===== src/rtl/isa_pkg.sv =====
// architectural register definitions

package isa_pkg;

    // ==============================
    // integer register file
    // ==============================

    // count of architectural integer registers
    localparam int NUM_ARCH_REGS = 32;

    // index into the architectural file
    typedef logic [$clog2(NUM_ARCH_REGS)-1:0] arch_reg_t;

    // x0 reads as zero and is never renamed
    localparam arch_reg_t ZERO_REG = arch_reg_t'(0);

endpackage


===== src/rtl/uarch_pkg.sv =====
// physical register limits

package uarch_pkg;

    // ==============================
    // physical register file
    // ==============================

    // bits in a physical register tag
    localparam int PREG_IDX_W = 7;

    // physical register tag
    typedef logic [PREG_IDX_W-1:0] preg_t;

    // biggest file a tag can address
    localparam int MAX_PHYS_REGS = 1 << PREG_IDX_W;

endpackage


===== src/rtl/free_list.sv =====
// physical register free list

module free_list
    import uarch_pkg::*;
    import isa_pkg::*;
#(
    parameter int PHYS_REGS = 64
) (
    input  logic                clock,
    input  logic                reset,

    // dispatch side
    input  logic                alloc_req_i,
    output logic                alloc_valid_o,
    output preg_t               alloc_preg_o,

    // commit side
    input  logic                release_valid_i,
    input  preg_t               release_preg_i,

    // recovery
    input  logic                flush_i,

    // status
    output logic                empty_o,
    output logic [PREG_IDX_W:0] free_count_o
);

    // ==============================
    // sizing
    // ==============================

    // one slot per register outside the committed map
    localparam int CAPACITY = PHYS_REGS - NUM_ARCH_REGS;
    // at least one bit for a single slot
    localparam int PTR_W = (CAPACITY > 1) ? $clog2(CAPACITY) : 1;
    localparam logic [PREG_IDX_W:0] CAP_CNT = (PREG_IDX_W + 1)'(CAPACITY);
    localparam logic [PTR_W-1:0] LAST_SLOT = PTR_W'(CAPACITY - 1);

    // ==============================
    // state
    // ==============================

    preg_t                queue [CAPACITY];
    // next slot to hand out
    logic [PTR_W-1:0]     head;
    // next slot to fill on release
    logic [PTR_W-1:0]     tail;
    // oldest slot still held by an uncommitted instruction
    logic [PTR_W-1:0]     commit_head;
    logic [PREG_IDX_W:0]  count;

    // slots from commit head up to tail
    logic [PTR_W:0]       span;
    logic [PREG_IDX_W:0]  flush_count;

    // circular increment
    function automatic logic [PTR_W-1:0] ptr_inc(input logic [PTR_W-1:0] ptr);
        if (ptr == LAST_SLOT) begin
            return '0;
        end
        return ptr + 1'b1;
    endfunction

    // ==============================
    // allocate
    // ==============================

    assign empty_o = (count == '0);
    assign free_count_o = count;

    // pop from the head without bypass from this cycle's release
    assign alloc_valid_o = alloc_req_i && !empty_o;
    assign alloc_preg_o = queue[head];

    // ==============================
    // flush recovery
    // ==============================

    // squashed registers still sit between commit head and head
    always_comb begin
        if (tail >= commit_head) begin
            span = {1'b0, tail} - {1'b0, commit_head};
        end else begin
            span = {1'b0, tail} + (PTR_W + 1)'(CAPACITY) - {1'b0, commit_head};
        end
    end

    // equal pointers mean a full ring here
    // an empty span would need every register committed
    assign flush_count = (span == '0) ? CAP_CNT : (PREG_IDX_W + 1)'(span);

    // ==============================
    // update
    // ==============================

    always_ff @(posedge clock) begin
        if (reset) begin
            // full ring holding the non-identity registers
            head        <= '0;
            tail        <= '0;
            commit_head <= '0;
            count       <= CAP_CNT;
            for (int i = 0; i < CAPACITY; i++) begin
                queue[i] <= preg_t'(NUM_ARCH_REGS + i);
            end
        end else begin
            // displaced register goes to the back
            if (release_valid_i) begin
                queue[tail] <= release_preg_i;
                tail        <= ptr_inc(tail);
                // one release per committed allocation
                commit_head <= ptr_inc(commit_head);
            end

            if (flush_i) begin
                // rewind to the oldest uncommitted allocation
                head  <= commit_head;
                count <= flush_count;
            end else begin
                if (alloc_valid_o) begin
                    head <= ptr_inc(head);
                end
                count <= count + {{PREG_IDX_W{1'b0}}, release_valid_i}
                               - {{PREG_IDX_W{1'b0}}, alloc_valid_o};
            end
        end
    end

    // ==============================
    // checks
    // ==============================

    a_count_bound: assert property (@(posedge clock) disable iff (reset)
        count <= CAP_CNT)
        else $error("free list count above capacity");

    // commit must not return more than was handed out
    a_release_not_full: assert property (@(posedge clock) disable iff (reset)
        release_valid_i |-> count != CAP_CNT)
        else $error("release into a full free list");

    // the ring between head and tail must really hold a free slot
    a_no_alloc_empty: assert property (@(posedge clock) disable iff (reset)
        alloc_valid_o |-> (head != tail) || (count == CAP_CNT))
        else $error("allocation from an empty free list");

endmodule


===== src/rtl/map_table.sv =====
// speculative rename map

module map_table
    import isa_pkg::*;
    import uarch_pkg::*;
#(
    parameter int PHYS_REGS = 64
) (
    input  logic      clock,
    input  logic      reset,

    // lookups for the dispatching instruction
    input  arch_reg_t src1_i,
    input  arch_reg_t src2_i,
    input  arch_reg_t dest_i,
    output preg_t     src1_preg_o,
    output preg_t     src2_preg_o,
    output preg_t     old_preg_o,

    // new destination mapping
    input  logic      write_i,
    input  preg_t     write_preg_i,

    // recovery from the committed map
    input  logic      flush_i,
    input  preg_t     restore_map_i [NUM_ARCH_REGS]
);

    // ==============================
    // map storage
    // ==============================

    preg_t map [NUM_ARCH_REGS];

    // ==============================
    // read ports
    // ==============================

    // state before this cycle's write
    // same-cycle dependencies are resolved upstream
    assign src1_preg_o = map[src1_i];
    assign src2_preg_o = map[src2_i];
    // mapping about to be displaced
    assign old_preg_o = map[dest_i];

    // ==============================
    // update
    // ==============================

    always_ff @(posedge clock) begin
        if (reset) begin
            // identity map
            for (int i = 0; i < NUM_ARCH_REGS; i++) begin
                map[i] <= preg_t'(i);
            end
        end else if (flush_i) begin
            // squash wins over any rename this cycle
            map <= restore_map_i;
        end else if (write_i) begin
            map[dest_i] <= write_preg_i;
        end
    end

    // ==============================
    // checks
    // ==============================

    // x0 stays pinned to physical 0
    a_no_zero_write: assert property (@(posedge clock) disable iff (reset)
        write_i |-> dest_i != ZERO_REG)
        else $error("rename of x0");

    for (genvar g = 0; g < NUM_ARCH_REGS; g++) begin : g_entry_check
        a_entry_bound: assert property (@(posedge clock) disable iff (reset)
            int'(map[g]) < PHYS_REGS)
            else $error("map entry %0d outside the physical file", g);
    end

endmodule


===== src/rtl/arch_map.sv =====
// committed rename map

module arch_map
    import isa_pkg::*;
    import uarch_pkg::*;
#(
    parameter int PHYS_REGS = 64
) (
    input  logic      clock,
    input  logic      reset,

    // retiring instruction
    input  logic      commit_valid_i,
    input  arch_reg_t commit_arch_i,
    input  preg_t     commit_preg_i,

    // recovery strobe
    input  logic      flush_i,

    // register freed by this commit
    output logic      release_valid_o,
    output preg_t     release_preg_o,

    // whole table for flush restore
    output preg_t     map_o [NUM_ARCH_REGS]
);

    // ==============================
    // committed state
    // ==============================

    preg_t committed [NUM_ARCH_REGS];

    assign map_o = committed;

    // x0 commits carry no register
    assign release_valid_o = commit_valid_i && (commit_arch_i != ZERO_REG);
    // previous committed owner of the destination
    assign release_preg_o = committed[commit_arch_i];

    always_ff @(posedge clock) begin
        if (reset) begin
            for (int i = 0; i < NUM_ARCH_REGS; i++) begin
                committed[i] <= preg_t'(i);
            end
        end else if (release_valid_o) begin
            committed[commit_arch_i] <= commit_preg_i;
        end
    end

    // ==============================
    // checks
    // ==============================

    // flush restores from a table that must be settled
    a_no_commit_flush: assert property (@(posedge clock) disable iff (reset)
        !(commit_valid_i && flush_i))
        else $error("commit and flush in the same cycle");

    a_commit_bound: assert property (@(posedge clock) disable iff (reset)
        release_valid_o |-> int'(commit_preg_i) < PHYS_REGS)
        else $error("committed register outside the physical file");

    // physical 0 belongs to x0 for good
    a_no_zero_release: assert property (@(posedge clock) disable iff (reset)
        release_valid_o |-> release_preg_o != '0)
        else $error("release of physical register 0");

endmodule


===== src/rtl/rename_stage.sv =====
// register rename stage

module rename_stage
    import isa_pkg::*;
    import uarch_pkg::*;
#(
    parameter int PHYS_REGS = 64
) (
    input  logic                clock,
    input  logic                reset,

    // dispatch
    input  logic                dispatch_valid_i,
    input  logic                dispatch_has_dest_i,
    input  arch_reg_t           dispatch_dest_i,
    input  arch_reg_t           dispatch_src1_i,
    input  arch_reg_t           dispatch_src2_i,

    // commit
    input  logic                commit_valid_i,
    input  arch_reg_t           commit_arch_i,
    input  preg_t               commit_preg_i,

    // squash everything in flight
    input  logic                flush_i,

    // rename result, same cycle as dispatch
    output logic                rename_valid_o,
    output logic                stall_o,
    output preg_t               src1_preg_o,
    output preg_t               src2_preg_o,
    output preg_t               dest_preg_o,
    output preg_t               old_dest_preg_o,
    output logic [PREG_IDX_W:0] free_count_o
);

    // ==============================
    // elaboration check
    // ==============================

    // need at least one rename register, and tags wide enough
    if (PHYS_REGS <= NUM_ARCH_REGS || PHYS_REGS > MAX_PHYS_REGS) begin : g_bad_size
        $error("PHYS_REGS out of range");
    end

    // ==============================
    // internal wiring
    // ==============================

    logic  need_dest;
    logic  alloc_valid;
    preg_t alloc_preg;
    logic  release_valid;
    preg_t release_preg;
    logic  empty;
    preg_t old_preg;
    preg_t committed_map [NUM_ARCH_REGS];

    // x0 and no-dest instructions skip allocation
    assign need_dest = dispatch_valid_i && dispatch_has_dest_i &&
                       (dispatch_dest_i != ZERO_REG);

    // drop only when a needed register is missing
    assign rename_valid_o = dispatch_valid_i && !(need_dest && !alloc_valid);
    assign stall_o = empty;
    assign dest_preg_o = alloc_valid ? alloc_preg : '0;
    assign old_dest_preg_o = need_dest ? old_preg : '0;

    // ==============================
    // blocks
    // ==============================

    free_list #(.PHYS_REGS(PHYS_REGS)) free_list_i (
        .clock           (clock),
        .reset           (reset),
        .alloc_req_i     (need_dest),
        .alloc_valid_o   (alloc_valid),
        .alloc_preg_o    (alloc_preg),
        .release_valid_i (release_valid),
        .release_preg_i  (release_preg),
        .flush_i         (flush_i),
        .empty_o         (empty),
        .free_count_o    (free_count_o)
    );

    // written only on a successful allocation
    map_table #(.PHYS_REGS(PHYS_REGS)) map_table_i (
        .clock         (clock),
        .reset         (reset),
        .src1_i        (dispatch_src1_i),
        .src2_i        (dispatch_src2_i),
        .dest_i        (dispatch_dest_i),
        .src1_preg_o   (src1_preg_o),
        .src2_preg_o   (src2_preg_o),
        .old_preg_o    (old_preg),
        .write_i       (alloc_valid),
        .write_preg_i  (alloc_preg),
        .flush_i       (flush_i),
        .restore_map_i (committed_map)
    );

    // its release strobe also advances the free list commit head
    arch_map #(.PHYS_REGS(PHYS_REGS)) arch_map_i (
        .clock           (clock),
        .reset           (reset),
        .commit_valid_i  (commit_valid_i),
        .commit_arch_i   (commit_arch_i),
        .commit_preg_i   (commit_preg_i),
        .flush_i         (flush_i),
        .release_valid_o (release_valid),
        .release_preg_o  (release_preg),
        .map_o           (committed_map)
    );

endmodule


===== config.mk =====
export PLATFORM = sky130hd
export DESIGN_NAME = rename_stage
export DESIGN_NICKNAME = d
export VERILOG_FILES = /design/src/rtl/isa_pkg.sv /design/src/rtl/uarch_pkg.sv /design/src/rtl/free_list.sv /design/src/rtl/map_table.sv /design/src/rtl/arch_map.sv /design/src/rtl/rename_stage.sv
export SDC_FILE = /design/constraint.sdc
export NUM_CORES = 2
export LEC_CHECK = 0
export ABC_AREA = 0
export BUFFER_PORTS_ARGS = -buffer_cell sky130_fd_sc_hd__buf_2
export CORE_MARGIN = 3
export CORE_UTILIZATION = 60
export DETAILED_ROUTE_END_ITERATION = 8
export GPL_TIMING_DRIVEN = 0
export HOLD_SLACK_MARGIN = 0.05
export PLACE_DENSITY_LB_ADDON = 0.15
export SLEW_MARGIN = 20
export SYNTH_ARGS = -nofsm -noshare
export SYNTH_HDL_FRONTEND = slang
export SYNTH_SLANG_ARGS = --single-unit

===== constraint.sdc =====
create_clock -name clock -period 7.1 [get_ports clock]
set_input_delay 0 -clock clock [delete_from_list [all_inputs] [get_ports clock]]
set_output_delay 0 -clock clock [all_outputs]
set_load 0.1 [all_outputs]

# == After elaboration in Yosys (flattened, before gate mapping) ==
# Memory sizes are Yosys's and may differ from the RTL's. A register that Yosys moved wholly into a read port is not among the register bits.
# Index checks and enable logic that the tools add are counted.
# word_totals
ff_bits,471
output_inout_bits,38
n_memories,1
ramBits,224
input_bits,33
# op_classes
mux,53
n_eq_ne,3
add_sub_neg,8
order_cmp,7
reduce_logical,17
bitwise,4
# memory_table
name,depth,width,rd,rd_clocked_by_memory_dff,wr,line_no,text
free_list_i.queue,32,7,1,1,32,free_list.sv:44,preg_t queue [CAPACITY];
# ops
cell,n
bitwise mux 224 bit,2
2-to-1 mux 224 bit,2
binary-select mux 7 bit (select 5 bit),4
2-to-1 mux 7 bit,13
demux 7 bit (select 5 bit),2
2-to-1 mux 5 bit,11
"greater-or-equal comparator 6 bit, second input constant",4
inverter 5 -> 6 bit,4
2-to-1 mux 1 bit,16
"adder 5 x 1 -> 5 bit, second input constant",3
"== test 5 bit, second input constant",3
"less-than comparator 6 x 1 -> 1 bit, second input constant",2
2-to-1 mux 6 bit,2
nonzero test 5 bit,2
adder 8 x 1 -> 8 bit,1
logical AND 1 bit,8
logical NOT 8 bit,1
2-to-1 mux 8 bit,1
subtractor 8 x 1 -> 8 bit,1
OR reduction 7 bit,1
"adder 5 x 6 -> 6 bit, second input constant",1
logical NOT 6 bit,1
subtractor 5 x 5 -> 6 bit,1
subtractor 6 x 5 -> 6 bit,1
3 further kinds,5

# == Logic depth before layout (Yosys ltp) ==
# depth
ltp_word,11
mapped_depth,17
depth_no_buf,17

# == Cells and area by module ==
# Synthesis repeated with hierarchy kept, for this count alone.
# hier_totals
hier_cells,3765
hier_area_um2,38917.3
# modules_own_cells
mod,area_each_um2,n_inst,cells_each,seq_area_each_um2
map_table,16203.0,1,1611,4484.3
free_list,12365.6,1,941,7287.0
arch_map,10153.5,1,1182,4484.3
rename_stage,195.2,1,31,0.0

# == Worst setup path after synthesis ==
# Ideal clock, no wire load.
# synth_timing
path_type,reg-to-reg
from,register free_list_i.count[4] (netlist: free_list_i.free_count_o[4])
to,register free_list_i.count[6] (netlist: free_list_i.free_count_o[6])
stages_incl_launch_ff,18
path_slack_ns,2.440
required_time_ns,6.968
n_path_buf,0
period_less_slack_ns,4.660
t_arrival_ns,4.529
setup_time_ns,0.132
cell_sequence,dfxtp_1 inv_1 ha_1 nand4b_1 nor2_1 or2_1 inv_2 ha_1 inv_1 ha_1 inv_1 fa_1 nand2b_1 a21oi_1 o21ai_0 a21oi_1 o21a_1 nor3_1
# synth_via
elab_chain_cells,5
# synth_rtl
item,line_no,text
from (decl),free_list.sv:51,logic [PREG_IDX_W:0] count;
from (signal assigned),free_list.sv:119,count <= flush_count;
from (signal assigned),free_list.sv:124,"count <= count + {{PREG_IDX_W{1'b0}}, release_valid_i}"
logical NOT 8 bit,free_list.sv:69,assign empty_o = (count == '0);
named net stall_o,rename_stage.sv:29,"output logic stall_o,"
logical NOT 1 bit,free_list.sv:73,assign alloc_valid_o = alloc_req_i && !empty_o;
logical AND 1 bit,free_list.sv:73,
subtractor 8 x 1 -> 8 bit,free_list.sv:125,"- {{PREG_IDX_W{1'b0}}, alloc_valid_o};"
2-to-1 mux 8 bit,free_list.sv:116,if (flush_i) begin
# The timed path passes the listed nets, and every way through them passes these cells.
# A chain may end at the register's enable or synchronous reset.

# == Worst setup path after layout ==
# layout_timing
from,register free_list_i.count[2] (netlist: free_list_i.free_count_o[2])
to,register free_list_i.count[6] (netlist: free_list_i.free_count_o[6])
# layout_via
elab_chain_cells,5
# layout_rtl
item,line_no
"parallel branches: the longest is 3 deep, another holds adder 8 x 1 -> 8 bit",--
subtractor 8 x 1 -> 8 bit (*),free_list.sv:125
2-to-1 mux 8 bit (*),free_list.sv:116
# Mark *: on every way between the ends.

==> flow_summary_export.csv <==
group,metric,value,unit
outcome,status,"finished, violations left",
outcome,violations,"design-rule violations",
critical_path,worstRegToRegCells,17,
die,start_util,60.92,%
sta,holdWs,102.0,ps
final_layout,seq_area,16260,sq um
flow_run,cap_violations,0,
synth,async_reset_ff_share,0,%
sta,slew_headroom,11.26,%
power_and_ir_drop,ir_worst_vdd,0.0002462,V
final_layout,area_delta_synth_final,10.75,%
synth,synthSimpleGateAreaFrac,13.51,%
routing,route.detailed.drc,3,
routing,avgRoutedWirePerCell,39.41,microns
sta,fin_ws,2230,ps
grt,grt_pass1_vias,30360,
critical_path,reg2reg_from,"free_list_i.free_count_o[2]",
cts,cts_root_buffer,"clkbuf_16",
critical_path,slowest_delay,640,ps
synth,synthesis.area,36090,sq um
synth,synth_ff_type,"dfxtp_1",
grt,grt_pass1_wl,227400,microns
synth,synth_nets,3352,
critical_path,worstPathArrival,5340,ps
routing,viasPerCell,7.810,
place,globalplace.congestion,1.148,
sta,slew_violations,0,
critical_path,path_cells,"inv_1 -> ha_1 -> nand4b_1 -> nor2_1 -> or2_1 -> inv_2 -> ha_1 -> inv_1 -> ha_1 -> inv_1 -> fa_1 -> nand2b_1 -> a21oi_1 -> o21ai_0 -> a21oi_1 -> o21a_1 -> nor3_1",
synth,synthCells,3292,
die,core_area,59240,sq um
critical_path,crit_fanout,10,
die,die_h,251.3,microns
sta,fin_tns_setup,0,ps
critical_path,worstSetupPathType,"register to register",
cts,cts_setup_buffers,0,
sta,hold_viol,0,
grt,grt_antenna_before_repair,10,
synth,yosysWarnings,0,
routing,drt_iter0_markers,7501,
die,io_pins,71,
final_layout,final_nets,3503,
routing,wl,168900,microns
grt,grt_usage,52.19,%
cts,cts_buffers,73,
routing,vias,33460,
sta,setup_viol,0,
hold_path,hold_start,"commit_arch_i[2]",
place,dpl.hpwl,129000,microns
cts,clkSinkCount,700,
synth,muxShareOfSynthArea,26.86,%
synth,synth_compound_area_share,9.693,%
final_layout,drive_above_1_share,16.83,%
sta,fin_worst_skew,53.91,ps
synth,synth_area_leaders,"dfxtp_1 26%, edfxtp_1 19%, mux4_2 17%, mux2i_1 8.7%, nand2_1 4.8%",
synth,synth_commonest_cells,"476 x dfxtp_1, 462 x nand2_1, 405 x nor2_1",
grt,overflow,0,
synth,synth_fa_ha_area_share,0.9776,%
critical_path,endpoint_kind,"register",
power_and_ir_drop,p_leak,13.76,nW
cts,cts_tree,"built",
synth,synth_most_common_cell,"dfxtp_1",
cts,hold_buffers,14,
place,placed_cell_area,37390,sq um
cts,clock_latency,670,ps
synth,syn_avg_cell_area,10.96,sq um
synth,synth_top_family_by_area,"multiplexers",
synth,synth_largest_area_cell,"dfxtp_1",
final_layout,fillers,4466,
grt,grt_max_degree,15,
sta,tightest_slew,1331,ps
place,pre_cts_slack,2600,ps
power_and_ir_drop,p_per_area,243.9,nW/um^2
cts,clkSlewWorstSetupHoldPaths,60,ps
routing,drtPass1Iterations,9,
sta,rsz0062_at_grt,"false",
hold_path,min_to,"free_list_i.tail[2]",
critical_path,r2r_slack,2230,ps
hold_path,worst_hold_path.num_cells,4,
die,die-area,63130,sq um
cts,clk_path_buf_depth,3,
synth,ys_ff_latch,700,
synth,synth_top_area_share,26.40,%
synth,synth_xor_area_share,0.1456,%
cts,cts_resized,0,
sta,period_share,68.59,%
die,die_w,251.3,microns
cts,htree_levels,3,
die,num_rows,89,
hold_path,hold_class,"primary input to register",
final_layout,multi_input_area,18490,sq um
sta,finalCriticalPeriod,4870,ps
synth,synth-edff-count,224,
critical_path,slowest_stage,"nor2_1",
sta,fmaxAchievable,205.3,MHz
critical_path,r2r-end,"free_list_i.free_count_o[6]",
critical_path,required,7570,ps
place,portBuffers,60,
final_layout,final_cell_area,39970,sq um
synth,seq_area_frac_synth,45.04,%
routing,ant_nets,0,
synth,yosysUniqueCellTypes,72,
critical_path,crit_path_start_kind,"register",
## cell families after synthesis
group,count (synthesis)
adders and majority gates,27
AOI/OAI and AO/OA,517
buffers and inverters,301
xor gates and xnor gates,6
and+or+nand+nor,1128
muxes,613
DFF,700
## placed cells by master, fill, tap and decap left out, drive strengths merged, types with 9 or more instances in the layout
master / netlist / final
a211oi: 25 / 25
a21oi: 84 / 84
a221o: 9 / 9
a221oi: 38 / 38
a22oi: 140 / 140
a31oi: 16 / 16
a32oi: 16 / 16
and2: 18 / 18
buf: 99 / 159
clkbuf: 174 / 278
clkinv: 1 / 18
dfxtp: 476 / 476
diode: 0 / 11
dlygate4sd3: 0 / 14
edfxtp: 224 / 224
ha: 25 / 25
inv: 27 / 31
mux2: 15 / 15
mux2i: 321 / 321
mux4: 277 / 277
nand2: 462 / 462
nand2b: 16 / 16
nand3: 78 / 78
nor2: 411 / 411
nor2b: 26 / 26
nor3: 24 / 24
nor3b: 41 / 41
o211ai: 17 / 17
o21ai: 116 / 116
o22ai: 18 / 18
or2: 9 / 9
## sequential cells by signal (all words and copies together), names as in the netlist, named ones only
| register | cells |
|---|---|
| arch_map_i.map_o | 224 |
| free_list_i.queue | 224 |
| map_table_i.map | 224 |
| free_list_i.free_count_o | 8 |
| free_list_i.commit_head | 5 |
| free_list_i.head | 5 |
| free_list_i.tail | 5 |
## layout make-up
cell class | instances | area share [%]
Buffer | 273 | 3.155
Sequential cell | 700 | 40.67
Timing Repair Buffer | 76 | 1.149
Multi-Input combinational cell | 2291 | 46.27
Inverter | 28 | 0.2630
Antenna cell | 11 | 0.06887
Clock buffer | 102 | 5.043
Tap cell | 773 | 2.420
Clock inverter | 30 | 0.9642
## worst max-delay path, delay by kind of cell, from the launching register on
kind                       cells  cell delay [ps]
buffers and inverters          4              570
and+or+nand+nor                5             1980
AOI/OAI and AO/OA              4              660
adders and majority gates      4             1140
DFF                            1              330
## report_power, final
| group | switching [W] | total (W) | leakage, nW | internal (W) |
|---|---|---|---|---|
| combinational | 0.00109 | 0.00149 | 6.82 | 0.000395 |
| clock | 0.00176 | 0.00396 | 1.16 | 0.00220 |
| sequential | 0.000106 | 0.00430 | 5.78 | 0.00420 |
| total | 0.00296 | 0.00975 | 13.8 | 0.00679 |
## through the flow
step | power (W) | util [%] | instances
detailed placement | 0.005767 | 63.11 | 4126
CTS | 0.009567 | 67.40 | 4272
global route | 0.009833 | 67.43 | 4274
global placement | 0.005738 | 63.06 | 4125
finish | 0.009747 | 67.47 | 4284
floorplan | 0.005230 | - | 3292
## metal layers
layer / routed length [microns] / track usage [%] / up-vias
met5: 390 / 1.203 / -
met4: 10130 / 23.55 / 20
met3: 38540 / 35.06 / 734
met2: 62630 / 65.82 / 3987
met1: 57160 / 68.49 / 16110
li1: - / - / 12610
## worst max path at each step
stage,from,to,slack [ps],depth (start not counted)
after global routing,free_list_i.free_count_o[2],free_list_i.free_count_o[6],2060,17
after floorplan,free_list_i.free_count_o[4],free_list_i.free_count_o[6],2440,17
after detailed placement,free_list_i.free_count_o[4],free_list_i.free_count_o[6],2600,17
after global placement,free_list_i.free_count_o[2],free_list_i.free_count_o[6],2710,17
final,free_list_i.free_count_o[2],free_list_i.free_count_o[6],2230,17
after CTS,free_list_i.free_count_o[2],free_list_i.free_count_o[6],2580,17
(Power assumes the default switching activity.)
